### config.mk
export PLATFORM = sky130hd
export DESIGN_NAME = instr_decoder
export DESIGN_NICKNAME = d
export VERILOG_FILES = /design/src/hdl/rv_isa_pkg.sv /design/src/hdl/core_ctrl_pkg.sv /design/src/hdl/rv_imm_gen.sv /design/src/hdl/rv_ctrl_decode.sv /design/src/hdl/instr_decoder.sv
export SDC_FILE = /design/constraint.sdc
export NUM_CORES = 1
export LEC_CHECK = 0
export ABC_CLOCK_PERIOD_IN_PS = 2300
export BUFFER_PORTS_ARGS = -buffer_cell sky130_fd_sc_hd__buf_2
export CORE_ASPECT_RATIO = 0.7
export CORE_MARGIN = 2
export CORE_UTILIZATION = 30
export DETAILED_ROUTE_END_ITERATION = 10
export REMOVE_ABC_BUFFERS = 1
export SLEW_MARGIN = 40
export SYNTH_ARGS = -nofsm -noshare
export SYNTH_HDL_FRONTEND = slang
export SYNTH_SLANG_ARGS = --single-unit
### constraint.sdc
create_clock -name clk -period 2.3 [get_ports clk]
set_clock_uncertainty 0.05 [all_clocks]
set_input_delay 0.46 -clock clk [delete_from_list [all_inputs] [get_ports clk]]
set_output_delay 0.46 -clock clk [all_outputs]
set_load 0.02 [all_outputs]
### src/hdl/rv_isa_pkg.sv
// RV32I instruction-set encodings
// Field widths, major opcodes, funct3/funct7 codes
// Immediate format selector and basic word types
`default_nettype none

package rv_isa_pkg;

    localparam int XLEN      = 32;
    localparam int REG_IDX_W = 5;
    localparam int OPCODE_W  = 7;
    localparam int FUNCT3_W  = 3;
    localparam int FUNCT7_W  = 7;

    typedef logic [XLEN-1:0]      instr_t;
    typedef logic [REG_IDX_W-1:0] reg_idx_t;

    //////////////////////////////////////////////////////////////////////
    // Major opcodes
    typedef enum logic [OPCODE_W-1:0] {
        OPC_LUI    = 7'b0110111,
        OPC_AUIPC  = 7'b0010111,
        OPC_JAL    = 7'b1101111,
        OPC_JALR   = 7'b1100111,
        OPC_BRANCH = 7'b1100011,
        OPC_LOAD   = 7'b0000011,
        OPC_STORE  = 7'b0100011,
        OPC_OP_IMM = 7'b0010011,
        OPC_OP     = 7'b0110011,
        OPC_SYSTEM = 7'b1110011
    } rv_opcode_e;

    //////////////////////////////////////////////////////////////////////
    // funct3 groups
    typedef enum logic [FUNCT3_W-1:0] {
        F3_ADD  = 3'b000,   // ADD/SUB
        F3_SLL  = 3'b001,
        F3_SLT  = 3'b010,
        F3_SLTU = 3'b011,
        F3_XOR  = 3'b100,
        F3_SR   = 3'b101,   // SRL/SRA
        F3_OR   = 3'b110,
        F3_AND  = 3'b111
    } alu_f3_e;

    typedef enum logic [FUNCT3_W-1:0] {
        F3_BEQ  = 3'b000,
        F3_BNE  = 3'b001,
        F3_BLT  = 3'b100,
        F3_BGE  = 3'b101,
        F3_BLTU = 3'b110,
        F3_BGEU = 3'b111
    } branch_f3_e;

    typedef enum logic [FUNCT3_W-1:0] {
        F3_LB  = 3'b000,
        F3_LH  = 3'b001,
        F3_LW  = 3'b010,
        F3_LBU = 3'b100,
        F3_LHU = 3'b101
    } load_f3_e;

    typedef enum logic [FUNCT3_W-1:0] {
        F3_SB = 3'b000,
        F3_SH = 3'b001,
        F3_SW = 3'b010
    } store_f3_e;

    localparam logic [FUNCT7_W-1:0] FUNCT7_BASE = 7'b0000000;
    localparam logic [FUNCT7_W-1:0] FUNCT7_ALT  = 7'b0100000;   // SUB, SRA, SRAI

    typedef enum logic [2:0] {
        IMM_I = 3'd0,
        IMM_S = 3'd1,
        IMM_B = 3'd2,
        IMM_U = 3'd3,
        IMM_J = 3'd4
    } imm_fmt_e;

endpackage

`default_nettype wire

### src/hdl/core_ctrl_pkg.sv
// Datapath control vocabulary
// ALU op, compare type and write-back select encodings
// Packed decode result struct
`default_nettype none

package core_ctrl_pkg;

    typedef enum logic [3:0] {
        ALU_ADD = 4'd0,
        ALU_SUB = 4'd1,
        ALU_SLL = 4'd2,
        ALU_SRL = 4'd3,
        ALU_SRA = 4'd4,
        ALU_XOR = 4'd5,
        ALU_OR  = 4'd6,
        ALU_AND = 4'd7
    } alu_op_e;

    typedef enum logic [2:0] {
        CMP_UN  = 3'd0,     // Unconditional
        CMP_EQ  = 3'd1,
        CMP_NE  = 3'd2,
        CMP_LT  = 3'd3,
        CMP_GE  = 3'd4,
        CMP_LTU = 3'd5,
        CMP_GEU = 3'd6
    } cmp_type_e;

    typedef enum logic [2:0] {
        RF_DIN_IMM = 3'd0,
        RF_DIN_PC4 = 3'd1,  // Link address
        RF_DIN_ALU = 3'd2,
        RF_DIN_CMP = 3'd3,
        RF_DIN_MEM = 3'd4
    } rf_din_sel_e;

    //////////////////////////////////////////////////////////////////////
    // All-zero decode result is a harmless bubble
    typedef struct packed {
        rv_isa_pkg::reg_idx_t      rd;
        rv_isa_pkg::reg_idx_t      rs1;
        rv_isa_pkg::reg_idx_t      rs2;
        logic [rv_isa_pkg::XLEN-1:0] imm;
        logic                      jump_en;
        cmp_type_e                 cmp_type;
        logic                      rf_we;
        rf_din_sel_e               rf_din_sel;
        logic                      a_op_sel;      // 1: PC
        logic                      b_op_sel;      // 1: immediate
        logic                      cmp_b_op_sel;  // 1: immediate
        alu_op_e                   alu_op;
        logic [2:0]                mem_width;
        logic                      mem_access;
        logic                      mem_we;
        logic                      illegal;
    } decode_ctrl_t;

endpackage

`default_nettype wire

### src/hdl/rv_imm_gen.sv
// Immediate generator
// Sign-extended RV32I immediate for the I, S, B, U and J formats
`timescale 1ns/1ps
`default_nettype none

module rv_imm_gen
    import rv_isa_pkg::*;
(
    input  wire instr_t          instr_i,
    input  wire imm_fmt_e        imm_fmt_i,
    output logic [XLEN-1:0]      imm_o
);

    always_comb
    begin
        case (imm_fmt_i)
            IMM_I:
                imm_o = {{21{instr_i[31]}}, instr_i[30:20]};
            IMM_S:
                imm_o = {{21{instr_i[31]}}, instr_i[30:25], instr_i[11:7]};
            IMM_B:
                imm_o = {{20{instr_i[31]}}, instr_i[7], instr_i[30:25],
                         instr_i[11:8], 1'b0};                              // Halfword offset
            IMM_U:
                imm_o = {instr_i[31:12], 12'd0};
            IMM_J:
                imm_o = {{12{instr_i[31]}}, instr_i[19:12], instr_i[20],
                         instr_i[30:21], 1'b0};
            default:
                imm_o = '0;                                                 // Unknown format
        endcase
    end

endmodule

`default_nettype wire

### src/hdl/rv_ctrl_decode.sv
// RV32I control decoder
// Opcode/funct table to datapath control fields, immediate format
// and illegal-instruction flag
`timescale 1ns/1ps
`default_nettype none

module rv_ctrl_decode
    import rv_isa_pkg::*;
    import core_ctrl_pkg::*;
(
    input  wire instr_t   instr_i,
    output decode_ctrl_t  ctrl_o,
    output imm_fmt_e      imm_fmt_o
);

    rv_opcode_e           opcode;
    logic [FUNCT3_W-1:0]  funct3;
    logic [FUNCT7_W-1:0]  funct7;

    assign opcode = rv_opcode_e'(instr_i[6:0]);
    assign funct3 = instr_i[14:12];
    assign funct7 = instr_i[31:25];

    always_comb
    begin
        ctrl_o            = '0;
        ctrl_o.rd         = instr_i[11:7];
        ctrl_o.rs1        = instr_i[19:15];
        ctrl_o.rs2        = instr_i[24:20];
        ctrl_o.cmp_type   = CMP_UN;
        ctrl_o.rf_din_sel = RF_DIN_IMM;
        ctrl_o.alu_op     = ALU_ADD;
        ctrl_o.mem_width  = funct3;
        imm_fmt_o         = IMM_U;

        case (opcode)
            OPC_LUI:
            begin
                ctrl_o.rf_we = 1'b1;
            end

            OPC_AUIPC:
            begin
                ctrl_o.rf_we      = 1'b1;
                ctrl_o.rf_din_sel = RF_DIN_ALU;
                ctrl_o.a_op_sel   = 1'b1;                       // PC + imm
                ctrl_o.b_op_sel   = 1'b1;
            end

            OPC_JAL:
            begin
                ctrl_o.jump_en    = 1'b1;
                ctrl_o.rf_we      = 1'b1;
                ctrl_o.rf_din_sel = RF_DIN_PC4;
                ctrl_o.a_op_sel   = 1'b1;
                ctrl_o.b_op_sel   = 1'b1;
                imm_fmt_o         = IMM_J;
            end

            OPC_JALR:
            begin
                ctrl_o.jump_en    = 1'b1;
                ctrl_o.rf_we      = 1'b1;
                ctrl_o.rf_din_sel = RF_DIN_PC4;
                ctrl_o.b_op_sel   = 1'b1;                       // rs1 + imm
                ctrl_o.illegal    = (funct3 != 3'b000);
                imm_fmt_o         = IMM_I;
            end

            OPC_BRANCH:
            begin
                ctrl_o.jump_en  = 1'b1;
                ctrl_o.a_op_sel = 1'b1;                         // Target is PC + imm
                ctrl_o.b_op_sel = 1'b1;
                imm_fmt_o       = IMM_B;
                case (funct3)
                    F3_BEQ:  ctrl_o.cmp_type = CMP_EQ;
                    F3_BNE:  ctrl_o.cmp_type = CMP_NE;
                    F3_BLT:  ctrl_o.cmp_type = CMP_LT;
                    F3_BGE:  ctrl_o.cmp_type = CMP_GE;
                    F3_BLTU: ctrl_o.cmp_type = CMP_LTU;
                    F3_BGEU: ctrl_o.cmp_type = CMP_GEU;
                    default: ctrl_o.illegal  = 1'b1;
                endcase
            end

            OPC_LOAD:
            begin
                ctrl_o.rf_we      = 1'b1;
                ctrl_o.rf_din_sel = RF_DIN_MEM;
                ctrl_o.b_op_sel   = 1'b1;
                ctrl_o.mem_access = 1'b1;
                ctrl_o.illegal    = !(funct3 inside {F3_LB, F3_LH, F3_LW, F3_LBU, F3_LHU});
                imm_fmt_o         = IMM_I;
            end

            OPC_STORE:
            begin
                ctrl_o.b_op_sel   = 1'b1;
                ctrl_o.mem_access = 1'b1;
                ctrl_o.mem_we     = 1'b1;
                ctrl_o.illegal    = !(funct3 inside {F3_SB, F3_SH, F3_SW});
                imm_fmt_o         = IMM_S;
            end

            //////////////////////////////////////////////////////////////////////
            // Register-immediate ALU group
            OPC_OP_IMM:
            begin
                ctrl_o.rf_we      = 1'b1;
                ctrl_o.rf_din_sel = RF_DIN_ALU;
                ctrl_o.b_op_sel   = 1'b1;
                imm_fmt_o         = IMM_I;
                case (funct3)
                    F3_ADD:  ctrl_o.alu_op = ALU_ADD;
                    F3_XOR:  ctrl_o.alu_op = ALU_XOR;
                    F3_OR:   ctrl_o.alu_op = ALU_OR;
                    F3_AND:  ctrl_o.alu_op = ALU_AND;
                    F3_SLT, F3_SLTU:
                    begin
                        ctrl_o.rf_din_sel   = RF_DIN_CMP;
                        ctrl_o.b_op_sel     = 1'b0;
                        ctrl_o.cmp_b_op_sel = 1'b1;
                        ctrl_o.cmp_type     = (funct3 == F3_SLT) ? CMP_LT : CMP_LTU;
                    end
                    F3_SLL:
                    begin
                        ctrl_o.alu_op  = ALU_SLL;
                        ctrl_o.illegal = (funct7 != FUNCT7_BASE);
                    end
                    default:                                    // SRLI/SRAI
                    begin
                        ctrl_o.alu_op  = (funct7 == FUNCT7_ALT) ? ALU_SRA : ALU_SRL;
                        ctrl_o.illegal = (funct7 != FUNCT7_BASE) && (funct7 != FUNCT7_ALT);
                    end
                endcase
            end

            // Register-register group without the M extension
            OPC_OP:
            begin
                ctrl_o.rf_we      = 1'b1;
                ctrl_o.rf_din_sel = RF_DIN_ALU;
                if (funct7 == FUNCT7_BASE)
                begin
                    case (funct3)
                        F3_ADD:  ctrl_o.alu_op = ALU_ADD;
                        F3_SLL:  ctrl_o.alu_op = ALU_SLL;
                        F3_XOR:  ctrl_o.alu_op = ALU_XOR;
                        F3_SR:   ctrl_o.alu_op = ALU_SRL;
                        F3_OR:   ctrl_o.alu_op = ALU_OR;
                        F3_AND:  ctrl_o.alu_op = ALU_AND;
                        default:                                // SLT/SLTU
                        begin
                            ctrl_o.rf_din_sel = RF_DIN_CMP;
                            ctrl_o.cmp_type   = (funct3 == F3_SLT) ? CMP_LT : CMP_LTU;
                        end
                    endcase
                end
                else if (funct7 == FUNCT7_ALT && funct3 == F3_ADD)
                    ctrl_o.alu_op = ALU_SUB;
                else if (funct7 == FUNCT7_ALT && funct3 == F3_SR)
                    ctrl_o.alu_op = ALU_SRA;
                else
                    ctrl_o.illegal = 1'b1;
            end

            OPC_SYSTEM: ctrl_o.illegal = 1'b1;                  // No CSR or trap support
            default:    ctrl_o.illegal = 1'b1;
        endcase

        // A bad instruction must not change architectural state
        if (ctrl_o.illegal)
        begin
            ctrl_o.rf_we      = 1'b0;
            ctrl_o.mem_we     = 1'b0;
            ctrl_o.mem_access = 1'b0;
            ctrl_o.jump_en    = 1'b0;
        end
    end

endmodule

`default_nettype wire

### src/hdl/instr_decoder.sv
// Registered RV32I decode stage
// Control table and immediate generator in parallel
// Result register loaded one cycle after the input strobe
`timescale 1ns/1ps
`default_nettype none

module instr_decoder
    import rv_isa_pkg::*;
    import core_ctrl_pkg::*;
(
    input  wire            clk,
    input  wire            rst_n_i,
    input  wire            instr_valid_i,
    input  wire instr_t    instr_i,
    output logic           dec_valid_o,
    output decode_ctrl_t   dec_o
);

    decode_ctrl_t      ctrl;
    decode_ctrl_t      dec_next;
    imm_fmt_e          imm_fmt;
    logic [XLEN-1:0]   imm;

    rv_ctrl_decode u_ctrl_decode (
        .instr_i    (instr_i),
        .ctrl_o     (ctrl),
        .imm_fmt_o  (imm_fmt)
    );

    rv_imm_gen u_imm_gen (
        .instr_i    (instr_i),
        .imm_fmt_i  (imm_fmt),
        .imm_o      (imm)
    );

    always_comb
    begin
        dec_next     = ctrl;
        dec_next.imm = imm;     // Table leaves imm at zero
    end

    //////////////////////////////////////////////////////////////////////
    // Output register
    always_ff @(posedge clk or negedge rst_n_i)
    begin
        if (!rst_n_i)
        begin
            dec_valid_o <= 1'b0;
            dec_o       <= '0;
        end
        else
        begin
            dec_valid_o <= instr_valid_i;   // One-cycle pulse per strobe
            if (instr_valid_i)
                dec_o <= dec_next;          // Held until next strobe
        end
    end

endmodule

`default_nettype wire

==> impl_metrics.py <==
metrics = {
    "floorplanning": {
        "rows": 31,
        "initial_core_util": 0.307,
        "die_area_um2": 11400,
        "die_x_um": 127,
        "core_um2": 10300,
        "ios": 104,
        "chipHeight_um": 89.9,
    },
    "worst_setup_path": {
        "rr_startpoint": "dec_o[43]$_DFFE_PN0P_",
        "crit_fanout": 10,
        "endpoint_kind": "flop",
        "crit_path_start_kind": "input pin",
        "critPathMaxStageDelay_ns": 0.65,
        "path_delay_family": "simple AND/OR/NAND/NOR gates",
        "ff2ff_path_depth": 1,
        "worst_r2r_endpoint": "dec_o[43]$_DFFE_PN0P_",
        "endpoint": "dec_o[33]$_DFFE_PN0P_",
        "reg2reg_slack_ns": 1.40,
        "required_ns": 2.51,
        "cp.depth": 6,
        "crit_path_start": "instr_i[5]",
        "critPathKind": "in -> reg",
        "critPathBufInv": 1,
        "crit_top_cell": "a21oi_1",
        "slowest_stage": "or4_1",
        "arrival_ns": 2.11,
        "path_cells": "buf_2 -> mux2_1 -> or4_1 -> nor2_8 -> a21oi_1 -> a21oi_1",
    },
    "synth": {
        "synthAdderAreaFrac": 0,
        "synth_cell_types": 51,
        "synth_top_area_cell": "dfrtp_1",
        "synth_compound_area_frac": 0.195,
        "ys_ff_latch": 68,
        "synth_edf_count": 0,
        "synthSimpleGateAreaFrac": 0.129,
        "netlist_area_um2": 3160,
        "ys.flop_type": "dfrtp_1",
        "synthMostInstantiatedCell": "dfrtp_1",
        "seq_area_frac_synth": 0.539,
        "synth-xor-area-share": 0.00277,
        "syn_avg_cell_area_um2": 10.7,
        "ys_warn_count": 0,
        "synth_cells": 295,
        "async_flop_share": 1.00,
        "synthMuxAreaShare": 0.0741,
        "netlist.area_leader.share": 0.539,
        "netlist_top_cells_count": "dfrtp_1, nor2_1, a21oi_1",
        "synth_top_family_by_area": "compound AO/OA/AOI/OAI gates",
        "ys_top_cells_by_area": "dfrtp_1, mux2_2, nor2_1",
    },
    "status": {
        "status": "completed",
    },
    "cts": {
        "clk_pin_slew_ns": 0.05,
        "cts_resized": 0,
        "clk_latency_ns": 0.33,
        "cts.sinks": 68,
        "cts_hold_buf": 0,
        "clk_path_buf_depth": 2,
        "cts_buffers": 9,
        "cts_tree": "built",
        "cts_setup_buffers": 0,
        "clock-root-buffer": "clkbuf_16",
        "h-tree-depth": 3,
    },
    "power_and_ir_drop": {
        "pwr-share-seq": 0.426,
        "leakage_uw": 0.00198,
        "p_total_uw": 3130,
        "netSwitchingFraction": 0.279,
        "intPower_uw": 2260,
        "comb_power_share": 0.162,
        "clkPwrFrac": 0.412,
        "power_density_nw_per_um2": 756,
        "power.switching_uw": 871,
        "peakVddDrop_uv": 385,
    },
    "hold_path": {
        "hold_path.class": "in -> async",
    },
    "routing": {
        "post_drt_via_cell_ratio": 5.07,
        "routedWlPerCell_um": 16.3,
        "firstDrtPassIters": 4,
        "met2_length_um": 3610,
        "drc": 0,
        "route.met3.wl_um": 832,
        "top_layer": "met4",
        "ant_nets": 0,
        "totalWireLength_um": 8840,
        "wl_met1_um": 4290,
        "drt_iter0_markers": 183,
        "dr_total_vias": 2741,
    },
    "job": {
        "cap_violations": 0,
    },
    "finish": {
        "final_nets": 439,
        "postLayoutCoreUtil": 0.402,
        "synthToLayoutAreaGrowth_pct": 30.9,
        "fillers": 1037,
        "drive_gt1_frac": 0.391,
        "n_antenna_cell": 0,
    },
    "global_routing": {
        "first_global_vias": 2666,
        "grt.total_usage": 0.160,
        "grt_first_pass_wirelength_um": 14200,
        "antenna_found_initial": 0,
        "grt_max_degree": 69,
        "gr-total-overflow": 0,
    },
    "timing": {
        "fin_crit_ns": 1.91,
        "fin_crit_sh": 0.829,
        "setup_violations": 0,
        "rsz0062_at_grt": "no",
        "drv_slew": 0,
        "worst_slew_pin_slew_ns": 0.559,
        "fmax_ghz": 0.525,
        "relSlewSlack": 0.618,
        "totalNegativeSetupSlack_ns": 0,
        "hold_violations": 0,
    },
    "placed_design": {
        "dpl.hpwl_um": 6280,
        "io_buffers": 102,
        "gp_congestion": 0.848,
    },
}
[state kept, by name, summed over array words and instances, names as in the netlist]
signal and cells:
dec_o 67, dec_valid_o 1
[area by class of cell]
| type | count | area (um^2) | share of cell area |
|---|---|---|---|
| multi-input combinational | 190 | 1270 | 0.307 |
| inverter | 14 | 52.6 | 0.0127 |
| clock inverter | 4 | 23.8 | 0.00575 |
| timing repair buffer | 121 | 666 | 0.161 |
| clock buffer | 12 | 256 | 0.0620 |
| sequential | 68 | 1700 | 0.411 |
| tap | 132 | 165 | 0.0399 |
[how the worst min path moves through the flow]
| stage | depth (start not counted) | to | from |
|---|---|---|---|
| after floorplan | 0 | dec_o[0]$_DFFE_PN0P_ | rst_n_i |
| after global placement | 2 | dec_o[2]$_DFFE_PN0P_ | dec_o[2]$_DFFE_PN0P_ |
| after detailed placement | 1 | dec_o[12]$_DFFE_PN0P_ | dec_o[12]$_DFFE_PN0P_ |
| after CTS | 2 | dec_o[63]$_DFFE_PN0P_ | rst_n_i |
| after global routing | 2 | dec_o[63]$_DFFE_PN0P_ | rst_n_i |
| final | 2 | dec_o[63]$_DFFE_PN0P_ | rst_n_i |
[through the flow]
stage	hold WS [ns]	setup WS (ns)	instances	instance area, um^2
after floorplan	0.114	0.364	272	3030
after global placement	0.418	0.122	525	3860
after detailed placement	0.422	0.0501	525	3860
after CTS	0.102	0.408	541	4140
after global routing	0.0899	0.275	541	4140
final	0.0632	0.394	541	4140
[power by group through the flow]
stage / sequential [uW] / combinational, uW / clock, uW
2_1_floorplan: 1460 / 145 / 0
3_3_place_gp: 1350 / 507 / 0
3_5_place_dp: 1350 / 513 / 0
4_1_cts: 1330 / 512 / 1330
5_1_grt: 1340 / 554 / 1400
6_report: 1330 / 508 / 1290
[cell usage in the layout (no fill, tap or decap), types with 2 or more instances in the layout]
cell / synthesis / layout
o2bb2ai_1: 3 / 3
a22oi_1: 2 / 2
nor4_1: 2 / 2
mux2_2: 18 / 18
or3_1: 3 / 3
nand2b_1: 3 / 3
o21ai_0: 11 / 11
clkbuf_16: 0 / 9
inv_1: 14 / 14
mux2i_1: 2 / 2
a221o_1: 12 / 12
a22o_1: 6 / 6
buf_2: 5 / 102
nand2_1: 12 / 12
a221oi_1: 5 / 5
a311oi_1: 2 / 2
clkinv_2: 0 / 3
a21o_1: 2 / 2
nor3_1: 5 / 5
a2111oi_0: 2 / 2
nor2b_1: 3 / 3
nand3b_1: 3 / 3
nand3_1: 2 / 2
o32ai_1: 2 / 2
or2_2: 2 / 2
a31oi_1: 7 / 7
a21oi_1: 20 / 20
dfrtp_1: 68 / 68
nor2_1: 40 / 40
buf_4: 1 / 18
clkbuf_8: 0 / 2
[metal layers]
layer,vias to the layer above,GRT usage
met3,10,0.0750
met2,101,0.215
met1,1327,0.231
met4,0,0.0412
met5,-,0
li1,1303,-
[cells by family after synthesis]
group / count (synthesis)
buffers and inverters: 37
XOR/XNOR: 1
AO/OA/AOI/OAI: 85
other: 1
AND/OR/NAND/NOR: 82
flip-flops: 68
multiplexers: 21
(Power assumes the default switching activity.)
